## config.mk

```make
export PLATFORM = sky130hd
export DESIGN_NAME = dma_top
export DESIGN_NICKNAME = d
export VERILOG_FILES = /design/src/verilog/lb_pkg.sv /design/src/verilog/crash_ring.sv /design/src/verilog/param_regs.sv /design/src/verilog/lb_decode.sv /design/src/verilog/dma_engine.sv /design/src/verilog/dma_top.sv
export SDC_FILE = /design/constraint.sdc
export NUM_CORES = 1
export LEC_CHECK = 0
export BUFFER_PORTS_ARGS = -buffer_cell sky130_fd_sc_hd__buf_2
export CORE_MARGIN = 10
export CORE_UTILIZATION = 45
export CTS_CLUSTER_DIAMETER = 60
export CTS_CLUSTER_SIZE = 30
export DETAILED_ROUTE_END_ITERATION = 10
export PLACE_DENSITY = 0.62
export SYNTH_ARGS = -nofsm -noshare
export SYNTH_HDL_FRONTEND = slang
export SYNTH_HIERARCHICAL = 1
export SYNTH_SLANG_ARGS = --single-unit
export TNS_END_PERCENT = 20
```

## constraint.sdc

```tcl
create_clock -name lb_clk -period 4.8 [get_ports lb_clk]
set_input_delay 0.24 -clock lb_clk [delete_from_list [all_inputs] [get_ports lb_clk]]
set_output_delay 0.24 -clock lb_clk [all_outputs]
set_load 0.02 [all_outputs]
```

## src/verilog/lb_pkg.sv

```systemverilog
package lb_pkg;

  typedef logic [15:0] lb_word_t;

  typedef struct packed {
    lb_word_t addr;
    lb_word_t wdata;
    logic     rd;
    logic     wr;
  } lb_req_t;

  typedef struct packed {
    lb_word_t rdata;
    logic     strb;
  } lb_rsp_t;

  // local bus address map
  localparam lb_word_t ALC_RBUFF_A        = 16'h0010;
  localparam lb_word_t ALC_HARDLEVEL_A    = 16'h0100;
  localparam lb_word_t ACM_AQUADS_A       = 16'h0200;
  localparam lb_word_t FROM_LEVELS_A      = 16'h1000;
  localparam lb_word_t FROM_ACMDATA_A     = 16'h1100;
  localparam lb_word_t FLASH_DATA_A       = 16'h8000;
  localparam lb_word_t FLASH_CRASH_OFFSET = 16'h0400;

  // block lengths in words
  localparam int FROM_LEVELS_L       = 8;
  localparam int FROM_ACMDATA_L      = 8;
  localparam int MB_RING_BUFFER_SIZE = 16;
  localparam int RING_AW             = $clog2(MB_RING_BUFFER_SIZE);

  // wait limits in lb_clk cycles
  localparam int TIMEOUT_FLASH = 100000; // flash writes can be slow
  localparam int TIMEOUT_OTHER = 256;

  // ring entry layout, payload in 13:0
  localparam int LOG_ERR_B = 15;
  localparam int LOG_END_B = 14;

  // ring control words
  localparam lb_word_t RING_OPEN  = 16'hffff;
  localparam lb_word_t RING_CLOSE = 16'h0000;

endpackage

```

## src/verilog/crash_ring.sv

```systemverilog
module crash_ring
  import lb_pkg::*;
(
  input  logic     lb_clk,
  input  logic     reset,
  input  logic     log_valid,
  input  lb_word_t log_word,
  input  lb_req_t  ring_req,
  output lb_rsp_t  ring_rsp
);

  lb_word_t           mem [MB_RING_BUFFER_SIZE];
  logic [RING_AW:0]   count;    // stored entries
  logic [RING_AW:0]   rd_ptr;
  logic               open;     // capture frozen while open

  always_ff @(posedge lb_clk) begin
    if (!open && log_valid && count < (RING_AW+1)'(MB_RING_BUFFER_SIZE))
      mem[count[RING_AW-1:0]] <= log_word;
  end

  always_ff @(posedge lb_clk) begin
    if (reset) begin
      count         <= '0;
      rd_ptr        <= '0;
      open          <= 1'b0;
      ring_rsp.strb <= 1'b0;
    end else begin
      ring_rsp.strb <= ring_req.rd | ring_req.wr;
      if (ring_req.wr) begin
        if (ring_req.wdata == RING_OPEN) begin
          open   <= 1'b1;
          rd_ptr <= '0;
        end else if (ring_req.wdata == RING_CLOSE) begin
          open   <= 1'b0;
          rd_ptr <= '0;
          count  <= '0;
        end
      end else if (ring_req.rd) begin
        if (rd_ptr < count) rd_ptr <= rd_ptr + 1'b1;
      end else if (!open && log_valid &&
                   count < (RING_AW+1)'(MB_RING_BUFFER_SIZE)) begin
        count <= count + 1'b1;
      end
    end
  end

  always_ff @(posedge lb_clk) begin
    if (rd_ptr < count) ring_rsp.rdata <= mem[rd_ptr[RING_AW-1:0]];
    else ring_rsp.rdata <= lb_word_t'(1) << LOG_END_B; // ran out of entries
  end

endmodule

```

## src/verilog/param_regs.sv

```systemverilog
module param_regs
  import lb_pkg::*;
(
  input  logic       lb_clk,
  input  logic       reset,
  input  lb_req_t    regs_req,
  output lb_rsp_t    regs_rsp,
  input  logic [3:0] mon_addr,
  input  logic       mon_sel,
  output lb_word_t   mon_data
);

  lb_word_t levels [FROM_LEVELS_L];
  lb_word_t quads  [FROM_ACMDATA_L];

  logic       quad_bank;
  logic [2:0] widx;

  assign quad_bank = regs_req.addr[9]; // 0x02xx quads, 0x01xx levels
  assign widx      = regs_req.addr[2:0];

  always_ff @(posedge lb_clk) begin
    if (regs_req.wr) begin
      if (quad_bank) quads[widx] <= regs_req.wdata;
      else levels[widx] <= regs_req.wdata;
    end
    regs_rsp.rdata <= quad_bank ? quads[widx] : levels[widx];
  end

  always_ff @(posedge lb_clk) begin
    if (reset) regs_rsp.strb <= 1'b0;
    else regs_rsp.strb <= regs_req.rd | regs_req.wr;
  end

  // debug readback, words past the bank read as zero
  always_comb begin
    if (mon_addr[3]) mon_data = '0;
    else if (mon_sel) mon_data = quads[mon_addr[2:0]];
    else mon_data = levels[mon_addr[2:0]];
  end

endmodule

```

## src/verilog/lb_decode.sv

```systemverilog
module lb_decode
  import lb_pkg::*;
(
  input  lb_req_t lb_req,
  output lb_rsp_t lb_rsp,
  output lb_req_t ring_req,
  input  lb_rsp_t ring_rsp,
  output lb_req_t regs_req,
  input  lb_rsp_t regs_rsp,
  output lb_req_t rom_req,
  input  lb_rsp_t rom_rsp,
  output lb_req_t flash_req,
  input  lb_rsp_t flash_rsp
);

  logic ring_sel;
  logic regs_sel;
  logic rom_sel;
  logic flash_sel;

  always_comb begin
    ring_sel  = (lb_req.addr == ALC_RBUFF_A);
    regs_sel  = (lb_req.addr >= ALC_HARDLEVEL_A &&
                 lb_req.addr <  ALC_HARDLEVEL_A + lb_word_t'(FROM_LEVELS_L)) ||
                (lb_req.addr >= ACM_AQUADS_A &&
                 lb_req.addr <  ACM_AQUADS_A + lb_word_t'(FROM_ACMDATA_L));
    rom_sel   = (lb_req.addr >= FROM_LEVELS_A &&
                 lb_req.addr <  FROM_LEVELS_A + lb_word_t'(FROM_LEVELS_L)) ||
                (lb_req.addr >= FROM_ACMDATA_A &&
                 lb_req.addr <  FROM_ACMDATA_A + lb_word_t'(FROM_ACMDATA_L));
    flash_sel = (lb_req.addr >= FLASH_DATA_A);
  end

  // addr and wdata go everywhere, strobes only to the selected target
  always_comb begin
    ring_req     = lb_req;
    ring_req.rd  = lb_req.rd & ring_sel;
    ring_req.wr  = lb_req.wr & ring_sel;
    regs_req     = lb_req;
    regs_req.rd  = lb_req.rd & regs_sel;
    regs_req.wr  = lb_req.wr & regs_sel;
    rom_req      = lb_req;
    rom_req.rd   = lb_req.rd & rom_sel;
    rom_req.wr   = lb_req.wr & rom_sel;
    flash_req    = lb_req;
    flash_req.rd = lb_req.rd & flash_sel;
    flash_req.wr = lb_req.wr & flash_sel;
  end

  // addr is held until strb, so the same decode picks the response
  always_comb begin
    if (ring_sel)       lb_rsp = ring_rsp;
    else if (regs_sel)  lb_rsp = regs_rsp;
    else if (rom_sel)   lb_rsp = rom_rsp;
    else if (flash_sel) lb_rsp = flash_rsp;
    else                lb_rsp = '0; // unmapped, master times out
  end

endmodule

```

## src/verilog/dma_engine.sv

```systemverilog
module dma_engine
  import lb_pkg::*;
(
  input  logic       lb_clk,
  input  logic       reset,
  input  logic       dma_crash,
  output lb_req_t    lb_req,
  input  lb_rsp_t    lb_rsp,
  output logic       lb_timeout,
  output logic [7:0] timeouts,
  output logic       dma_done
);

  typedef enum logic [1:0] {ST_START, ST_WAIT_WR, ST_WAIT_RD, ST_DONE} state_t;
  typedef enum logic [1:0] {MODE_FLASH, MODE_LEVELS, MODE_CONFIG, MODE_DONE} mode_t;

  state_t      state;
  mode_t       mode;
  logic [1:0]  progress;
  lb_word_t    index;
  lb_word_t    rd_buff;    // last word read, reused after a read timeout
  logic [16:0] wait_cnt;

  logic     ring_end;
  logic     ring_err;
  logic     ring_full;
  lb_word_t crash_addr;

  assign ring_end   = rd_buff[LOG_END_B];
  assign ring_err   = rd_buff[LOG_ERR_B];
  assign ring_full  = (index == lb_word_t'(MB_RING_BUFFER_SIZE - 1));
  assign crash_addr = FLASH_DATA_A + FLASH_CRASH_OFFSET + index;

  always_ff @(posedge lb_clk) begin
    if (reset) begin
      lb_req     <= '0;
      lb_timeout <= 1'b0;
      timeouts   <= 8'd0;
      dma_done   <= 1'b0;
      state      <= ST_START;
      progress   <= 2'd0;
      index      <= '0;
      wait_cnt   <= '0;
      mode       <= dma_crash ? MODE_FLASH : MODE_LEVELS;
    end else begin
      case (state)
        ST_START: begin
          wait_cnt   <= '0;
          lb_timeout <= 1'b0;
          case (mode)
            MODE_FLASH: begin
              case (progress)
                2'd0: begin // open ring, freezes capture
                  lb_req.addr  <= ALC_RBUFF_A;
                  lb_req.wdata <= RING_OPEN;
                  lb_req.wr    <= 1'b1;
                  index        <= '0;
                  progress     <= 2'd1;
                  state        <= ST_WAIT_WR;
                end
                2'd1: begin
                  lb_req.addr <= ALC_RBUFF_A;
                  lb_req.rd   <= 1'b1;
                  progress    <= 2'd2;
                  state       <= ST_WAIT_RD;
                end
                2'd2: begin
                  lb_req.addr <= crash_addr;
                  lb_req.wr   <= 1'b1;
                  state       <= ST_WAIT_WR;
                  if (ring_end || ring_err || ring_full) begin
                    // status word closes the dump
                    lb_req.wdata <= {12'hff0, 1'b0, ring_end, ring_err, ring_full};
                    progress     <= 2'd3;
                  end else begin
                    lb_req.wdata <= rd_buff;
                    index        <= index + 16'd1;
                    progress     <= 2'd1;
                  end
                end
                default: begin // close ring and resume capture
                  lb_req.addr  <= ALC_RBUFF_A;
                  lb_req.wdata <= RING_CLOSE;
                  lb_req.wr    <= 1'b1;
                  index        <= '0;
                  progress     <= 2'd0;
                  mode         <= MODE_LEVELS;
                  state        <= ST_WAIT_WR;
                end
              endcase
            end
            MODE_LEVELS: begin
              if (progress == 2'd0) begin
                lb_req.addr <= FROM_LEVELS_A + index;
                lb_req.rd   <= 1'b1;
                progress    <= 2'd1;
                state       <= ST_WAIT_RD;
              end else begin
                lb_req.addr  <= ALC_HARDLEVEL_A + index;
                lb_req.wdata <= rd_buff << 4; // 12-bit comparator levels
                lb_req.wr    <= 1'b1;
                progress     <= 2'd0;
                state        <= ST_WAIT_WR;
                if (index == lb_word_t'(FROM_LEVELS_L - 1)) begin
                  index <= '0;
                  mode  <= MODE_CONFIG;
                end else begin
                  index <= index + 16'd1;
                end
              end
            end
            MODE_CONFIG: begin
              if (progress == 2'd0) begin
                lb_req.addr <= FROM_ACMDATA_A + index;
                lb_req.rd   <= 1'b1;
                progress    <= 2'd1;
                state       <= ST_WAIT_RD;
              end else begin
                lb_req.addr  <= ACM_AQUADS_A + index;
                lb_req.wdata <= rd_buff;
                lb_req.wr    <= 1'b1;
                progress     <= 2'd0;
                state        <= ST_WAIT_WR;
                if (index == lb_word_t'(FROM_ACMDATA_L - 1)) begin
                  index <= '0;
                  mode  <= MODE_DONE;
                end else begin
                  index <= index + 16'd1;
                end
              end
            end
            default: state <= ST_DONE;
          endcase
        end
        ST_WAIT_WR: begin
          lb_req.wr <= 1'b0;
          if (lb_rsp.strb) begin
            state <= ST_START;
          end else if (wait_cnt >= 17'(TIMEOUT_FLASH)) begin
            lb_timeout <= 1'b1;
            if (timeouts != 8'hff) timeouts <= timeouts + 8'd1;
            state <= ST_START;
          end else begin
            wait_cnt <= wait_cnt + 17'd1;
          end
        end
        ST_WAIT_RD: begin
          lb_req.rd <= 1'b0;
          if (lb_rsp.strb) begin
            rd_buff <= lb_rsp.rdata;
            state   <= ST_START;
          end else if (wait_cnt >= 17'(TIMEOUT_OTHER)) begin
            lb_timeout <= 1'b1;
            if (timeouts != 8'hff) timeouts <= timeouts + 8'd1;
            state <= ST_START;
          end else begin
            wait_cnt <= wait_cnt + 17'd1;
          end
        end
        default: begin
          dma_done <= 1'b1; // held until next reset
          lb_req   <= '0;
        end
      endcase
    end
  end

endmodule

```

## src/verilog/dma_top.sv

```systemverilog
module dma_top
  import lb_pkg::*;
(
  input  logic       lb_clk,
  input  logic       reset,
  input  logic       dma_crash,
  input  logic       log_valid,
  input  lb_word_t   log_word,
  output lb_req_t    rom_req,
  input  lb_rsp_t    rom_rsp,
  output lb_req_t    flash_req,
  input  lb_rsp_t    flash_rsp,
  input  logic       mon_sel,
  input  logic [3:0] mon_addr,
  output lb_word_t   mon_data,
  output logic       lb_timeout,
  output logic [7:0] timeouts,
  output logic       dma_done
);

  lb_req_t lb_req;
  lb_rsp_t lb_rsp;
  lb_req_t ring_req;
  lb_rsp_t ring_rsp;
  lb_req_t regs_req;
  lb_rsp_t regs_rsp;

  dma_engine u_engine (
    .lb_clk, .reset, .dma_crash,
    .lb_req, .lb_rsp,
    .lb_timeout, .timeouts, .dma_done
  );

  lb_decode u_decode (
    .lb_req, .lb_rsp,
    .ring_req, .ring_rsp,
    .regs_req, .regs_rsp,
    .rom_req, .rom_rsp,
    .flash_req, .flash_rsp
  );

  crash_ring u_ring (
    .lb_clk, .reset, .log_valid, .log_word,
    .ring_req, .ring_rsp
  );

  param_regs u_regs (
    .lb_clk, .reset, .regs_req, .regs_rsp,
    .mon_addr, .mon_sel, .mon_data
  );

endmodule

```

==> impl_results.md, run 1 <==
- CP max stage delay: 0.98 ns
- Slowest cell on crit path: nor2_2
- Vias in the first global route: 18,796
- Met3 Usage GRT: 0.0395
- Clk buf depth: 3
- Crit path from: u_engine/lb_req[29]
- FMAX: 275 MHz
- Final Hold Fails: 0
- Sequential Power Share: 0.496
- Final net count: 2,274
- Final Worst Setup Slack: about 1.2 ns
- # resized after CTS: 0
- DR vias: 19,367
- Final period utilization: 0.758
- 1st-pass router iterations: 7
- Crit end category: flop
- Worst path depth: 6
- Core Region: 0.0670 sq mm
- RD Place Congestion: 0.895
- Critical path required time: 5.03 ns
- Met2 Use GR: 0.347
- Post-route ant nets: 0
- Drt via density: 6.25
- IO Port Bufs: 152
- Worst Max-Slew Pin Slew: 1.27 ns
- Leak: 0.0111 uW
- RSZ-0062 raised after global routing: no
- Worst r2r path cells: 6
- Status: complete, no violations
- Worst Skew: 0.0507 ns
- Final WL: 85.2 mm
- Site Rows: 95
- Psw: a little under 5000 uW
- Clock slew at reported path FFs: 0.09 ns
- Startpoint types: flop
- Sw frac: 0.332
- Die Height: 280 microns
- Internal power: 9740 uW
- Syn_area_per_cell: 14.2 sq um
- First-pass GRT wire length: between 100 and 150 mm
- Met1 Track Usage GR: 0.281
- H-tree lvl count: 2
- Share of layout cells above drive strength 1: 0.237
- Setup TNS: 0 ns
- Footprint of the multi-input gates: 0.0104 sq mm
- Layout overhead on the synthesized area: 9.30%
- Crit Reg-Reg Startpoint: u_engine/lb_req[29]
- Starting density of the core: 0.453
- Max cap viols: 0
- Clock sink count: 656
- Root buffer cell: clkbuf_16
- WL/cell: 27.5 microns
- CP Cell Sequence: or3_1 -> or4_4 -> nor2_8 -> and2_1 -> nand3_1 -> nor2_2
- Crit Path Class: reg -> reg
- Die area: 0.0783 sq mm
- Worst min path class: in -> reg
- Mapped Cells: roughly 2,100
- Largest net degree at the start of global routing: 54
- Critical path's top delay family: simple AND/OR/NAND/NOR gates
- CTS tree: yes
- Busiest grt layer: met2
- Register area: 0.0184 sq mm
- Hold slack: 0.0132 ns
- Peak fanout along the critical path: 19
- Synthesis Warnings: 6
- Max VDD drop: 0.401 mV
- Total GRT Usage: 0.212
- Mapped Nets: ~2,200
- Number of DRC markers in iteration 0: 2,365
- Worst EP arrival: a little under 4 ns
- Rel. slew slack: 0.154
- # IOs: 153
- Total grt overflow: 0
- R2r endpoint: u_regs/quads[3][12]
- Combinational power share: 0.205
- Pre-CTS setup slack: 1.19 ns
- Final instance area: 0.0332 sq mm
- Placed wire-length estimate: 55.1 mm
- Clock Power Share: 0.299
- Fill cells: 5,740
- Final setup viols: 0
- Crit path buf inv count: 0
- Post-Syn Area: just over 0.03 sq mm
- Final Max Tran Viols: 0
- Initial antenna violation count: 1
- Die Wd: 280 microns
- Later-pin clock latency in the skew report: between 0.6 and 0.7 ns
- Min Clock Period, post-route: 3.64 ns
- Pwr/cell area: between 400 and 500 mW/mm^2
- Critical Path End: u_regs/quads[3][12]
- DP Area: around 0.031 sq mm
- Residual DRC count: 0
- CTS Buf Count: 47
- Reg2reg setup slack: 1.16 ns
[power by group through the flow]
stage                     logic [uW]  clock network (uW)  registers (uW)
final                           2990                4360            7230
after global routing            3220                4660            7290
after CTS                       2970                4440            7240
after detailed placement        2950                   0            7370
after global placement          2920                   0            7340
after floorplan                 2570                   0            6900
[sequential cells by signal, summed over array words and instances (netlist names), 2 cells and up]
signal	cells
u_engine/progress	2
u_ring/mem	256
u_regs/levels	128
u_regs/regs_rsp	17
u_engine/state	2
u_engine/rd_buff	16
u_ring/count	5
u_engine/timeouts	8
u_regs/quads	128
u_engine/mode	2
u_ring/rd_ptr	5
u_engine/index	16
u_engine/lb_req	34
u_ring/ring_rsp	17
u_engine/wait_cnt	17
[what timing repair did]
action / CTS / global route
buffers inserted: 0 / 0
hold buffers: 17 / 0
endpoints found under the hold margin: 257 / 0
[layout make-up]
class / count / area share
Clock buffer: 48 / 0.0356
Tap cell: 873 / 0.0329
Inverter: 41 / 0.00464
Timing Repair Buffer: 228 / 0.0423
Sequential cell: 656 / 0.556
Multi-Input combinational cell: 1211 / 0.312
Antenna cell: 1 / 0.0000754
Clock inverter: 39 / 0.0162
[per-stage QoR]
stage / total power [uW] / util / std cells
3_3_place_gp: 10300 / 0.467 / 2992
3_5_place_dp: 10300 / 0.467 / 2992
2_1_floorplan: 9480 / - / 2144
5_1_grt: 15200 / 0.495 / 3096
4_1_cts: 14600 / 0.495 / 3096
6_report: 14600 / 0.495 / 3097
[tightest hold or removal path, stage by stage]
cell and delay [ns]:
buf_2 0.07, a22oi_1 0.10, a21oi_2 0.13
[worst min path at each step]
stage,from,to,cells past startpoint,slack [ns]
CTS,rom_rsp[9],u_engine/rd_buff[8],3,0.01
global route,rom_rsp[15],u_engine/rd_buff[14],3,0.03
floorplan,reset,u_ring/open,1,0.31
detailed placement,u_engine/dma_done,u_engine/dma_done,2,0.46
global placement,u_engine/dma_done,u_engine/dma_done,2,0.46
finish,rom_rsp[15],u_engine/rd_buff[14],3,0.01
[cell usage in the layout (no fill, tap or decap), types with 8 or more instances in the layout]
| master | n |
|---|---|
| edfxtp_1 | 530 |
| buf_2 | 151 |
| nand2_1 | 131 |
| mux4_2 | 123 |
| nor2_1 | 121 |
| dfxtp_1 | 121 |
| mux2i_1 | 86 |
| a22oi_1 | 66 |
| a21oi_1 | 64 |
| buf_4 | 57 |
| clkbuf_16 | 47 |
| a221oi_1 | 41 |
| o21ai_0 | 41 |
| inv_1 | 40 |
| nand3_1 | 39 |
| and2_1 | 32 |
| nor2_2 | 32 |
| xnor2_1 | 31 |
| ha_1 | 30 |
| mux2_2 | 25 |
| o21ai_1 | 24 |
| nand4_1 | 21 |
| dlygate4sd3_1 | 17 |
| nor3_1 | 16 |
| nor3_2 | 14 |
| xor2_1 | 13 |
| mux2_1 | 13 |
| o211ai_1 | 12 |
| a31oi_1 | 12 |
| nand2b_1 | 10 |
| a22o_1 | 10 |
| nor2b_1 | 10 |
| a32o_1 | 10 |
| nor4_1 | 10 |
| or3_1 | 9 |
| and3_1 | 9 |
| a221o_1 | 9 |
| clkinv_8 | 8 |
| nand3b_1 | 8 |
| o221ai_1 | 8 |
[per-layer routing]
| metal | share of wire | vias up |
|---|---|---|
| li1 | - | 8342 |
| met1 | 0.40 | 9884 |
| met2 | 0.48 | 984 |
| met3 | 0.083 | 157 |
| met4 | 0.033 | 0 |
| met5 | 0 | - |
(Power assumes the default switching activity.)
==> run 2, diff against run 1 <==
==> constraint.sdc (replaced) <==
create_clock -name lb_clk -period 3.7 [get_ports lb_clk]
set_input_delay 0.185 -clock lb_clk [delete_from_list [all_inputs] [get_ports lb_clk]]
set_output_delay 0.185 -clock lb_clk [all_outputs]
set_load 0.02 [all_outputs]
==> run 2 against run 1 <==
Net effect: die area stayed put; power is 31% higher; fmax is 11% higher.
==> impl_results.md, run 2 (synthesis results as in run 1) <==
- Footprint of the multi-input gates: 0.0104 sq mm (about the same)
- CTS tree: yes (unchanged)
- H-tree lvl count: 2 (unchanged)
- Die Wd: 280 microns (unchanged)
- Final WL: 86.6 mm (was 85.2 mm)
- Clk buf depth: 3 (unchanged)
- Status: complete, no violations (unchanged)
- Max cap viols: 0 (unchanged)
- Peak fanout along the critical path: 17 (was 19)
- Core Region: 0.0670 sq mm (unchanged)
- Number of DRC markers in iteration 0: 2,230 (was 2,365)
- Final setup viols: 0 (unchanged)
- Later-pin clock latency in the skew report: 0.63 ns (was 0.65 ns)
- Final Worst Setup Slack: 0.410 ns (was 1.16 ns)
- # resized after CTS: 0 (unchanged)
- Starting density of the core: 0.453 (unchanged)
- # IOs: 153 (unchanged)
- Critical path required time: 4.17 ns (was 5.03 ns)
- Share of layout cells above drive strength 1: 0.249 (was 0.237)
- Pwr/cell area: 569 mW/mm^2 (was 440 mW/mm^2)
- CTS Buf Count: 45 (was 47)
- Worst Skew: 0.0408 ns (was 0.0507 ns)
- Rel. slew slack: 0.307 (was 0.154)
- Total grt overflow: 0 (unchanged)
- Final Max Tran Viols: 0 (unchanged)
- Most frequent cells in the layout: edfxtp_1 (530), buf_2 (151), nand2_1 (131) (unchanged)
- DR vias: 19,620 (was 19,367)
- Initial antenna violation count: 1 (unchanged)
- Worst min path class: in -> reg (unchanged)
- Crit end category: flop (unchanged)
- IO Port Bufs: 152 (unchanged)
- Worst r2r path cells: 9 (was 6)
- Fill cells: 5,720 (was 5,740)
- Residual DRC count: 0 (unchanged)
- Layout overhead on the synthesized area: 10.7% (was 9.30%)
- Die area: 0.0783 sq mm (unchanged)
- CTS Hold Bufs: 24 (was 17)
- Clock sink count: 656 (unchanged)
- Worst Max-Slew Pin Slew: 1.04 ns (was 1.27 ns)
- Final net count: 2,323 (was 2,274)
- Setup TNS: 0 ns (unchanged)
- Startpoint types: flop (unchanged)
- Register area: 0.0184 sq mm (unchanged)
- Min-Delay Path Depth: 3 (unchanged)
- Clock slew at reported path FFs: 0.10 ns (was 0.09 ns)
- Max VDD drop: 0.492 mV (was 0.401 mV)
- RD Place Congestion: 0.890 (was 0.895)
- Vias in the first global route: 19,378 (was 18,796)
- Final period utilization: 0.889 (was 0.758)
- Min Clock Period, post-route: 3.29 ns (was 3.64 ns)
- Largest register FFs: 256 (unchanged)
- First-pass GRT wire length: 129 mm (was 126 mm)
- Crit Path Class: reg -> reg (unchanged)
- Final Hold Fails: 0 (unchanged)
- Die Height: 280 microns (unchanged)
- WL/cell: 27.5 microns (about the same)
- Commonest non-fill, non-tap cell in the layout: edfxtp_1 (unchanged)
- Root buffer cell: clkbuf_16 (unchanged)
- 1st-pass router iterations: 6 (was 7)
- Worst EP arrival: 3.76 ns (was 3.87 ns)
- Placed wire-length estimate: 56.7 mm (was 55.1 mm)
- Post-CTS setup buffers: 0 (unchanged)
- Site Rows: 95 (unchanged)
- Pre-CTS setup slack: 0.434 ns (was 1.19 ns)
- Largest net degree at the start of global routing: 85 (was 54)
- Total GRT Usage: 0.217 (was 0.212)
- Drt via density: 6.24 (was 6.25)
- FMAX: 304 MHz (was 275 MHz)
- RSZ-0062 raised after global routing: no (unchanged)
- Leak: 0.0114 uW (was 0.0111 uW)
- Post-route ant nets: 0 (unchanged)
## run 2: changes by cell type in the layout (fill, tap and decap cells not counted), sizes merged, moves of 2 or more
cell         before  now
buf             211  255
clkbuf           48   50
clkinvlp          4    0
dlygate4sd3      17   24
inv              62   60
## run 2: path summary, 6_finish.rpt
| kind | start | slack (ns) | endpoint |
|---|---|---|---|
| worst max-delay path | u_engine/lb_req[32] | 0.41 | u_engine/wait_cnt[3] |
| worst min-delay path | flash_rsp[3] | 0.02 | u_engine/rd_buff[2] |
| worst max register to register | u_engine/lb_req[32] | 0.41 | u_engine/wait_cnt[3] |
| worst min register to register | u_engine/dma_done | 0.49 | u_engine/dma_done |
## run 2: final cells by class
cell class / count / area share
repair buffers: 279 / 0.0548
flip-flops and latches: 656 / 0.549
multi-input cells: 1211 / 0.308
clock inverters: 33 / 0.0149
inverters: 41 / 0.00458
clock buffers: 50 / 0.0362
well taps: 873 / 0.0325
diodes: 2 / 0.000149
## run 2: where the power goes
part / internal, uW / switching [uW] / leakage, uW / total, uW
clock: 2710 / 3000 / 0.000833 / 5700
sequential: 8610 / 422 / 0.00587 / 9030
combinational: 1540 / 2850 / 0.00467 / 4390
## run 2: per-stage QoR
| step | hold WS, ns | power [uW] | std cells | cell area (sq um) | util |
|---|---|---|---|---|---|
| floorplan | 0.254 | 12300 | 2144 | 30400 | - |
| global placement | 0.462 | 13400 | 3036 | 31700 | 0.472 |
| detailed placement | 0.476 | 13500 | 3036 | 31700 | 0.472 |
| CTS | 0.000623 | 19200 | 3143 | 33600 | 0.501 |
| global route | 0.00978 | 19900 | 3144 | 33600 | 0.501 |
| finish | 0.0218 | 19100 | 3145 | 33600 | 0.502 |
## run 2: metal layers
metal | global-route usage | wire length, microns
met1 | 0.290 | 35500
met3 | 0.0327 | 6550
met2 | 0.350 | 41100
met4 | 0.0858 | 3440
met5 | 0 | 0
## run 2: critical path, cell delays in order, from the launching register on
cell and delay (ns):
dfxtp_1 0.36, nor4_2 0.30, nand2_2 0.21, or4_1 0.65
nor2_1 0.15, a21oi_2 0.07, a21oi_1 0.26, o211ai_4 0.26
o21ai_2 0.72, nor2_1 0.14
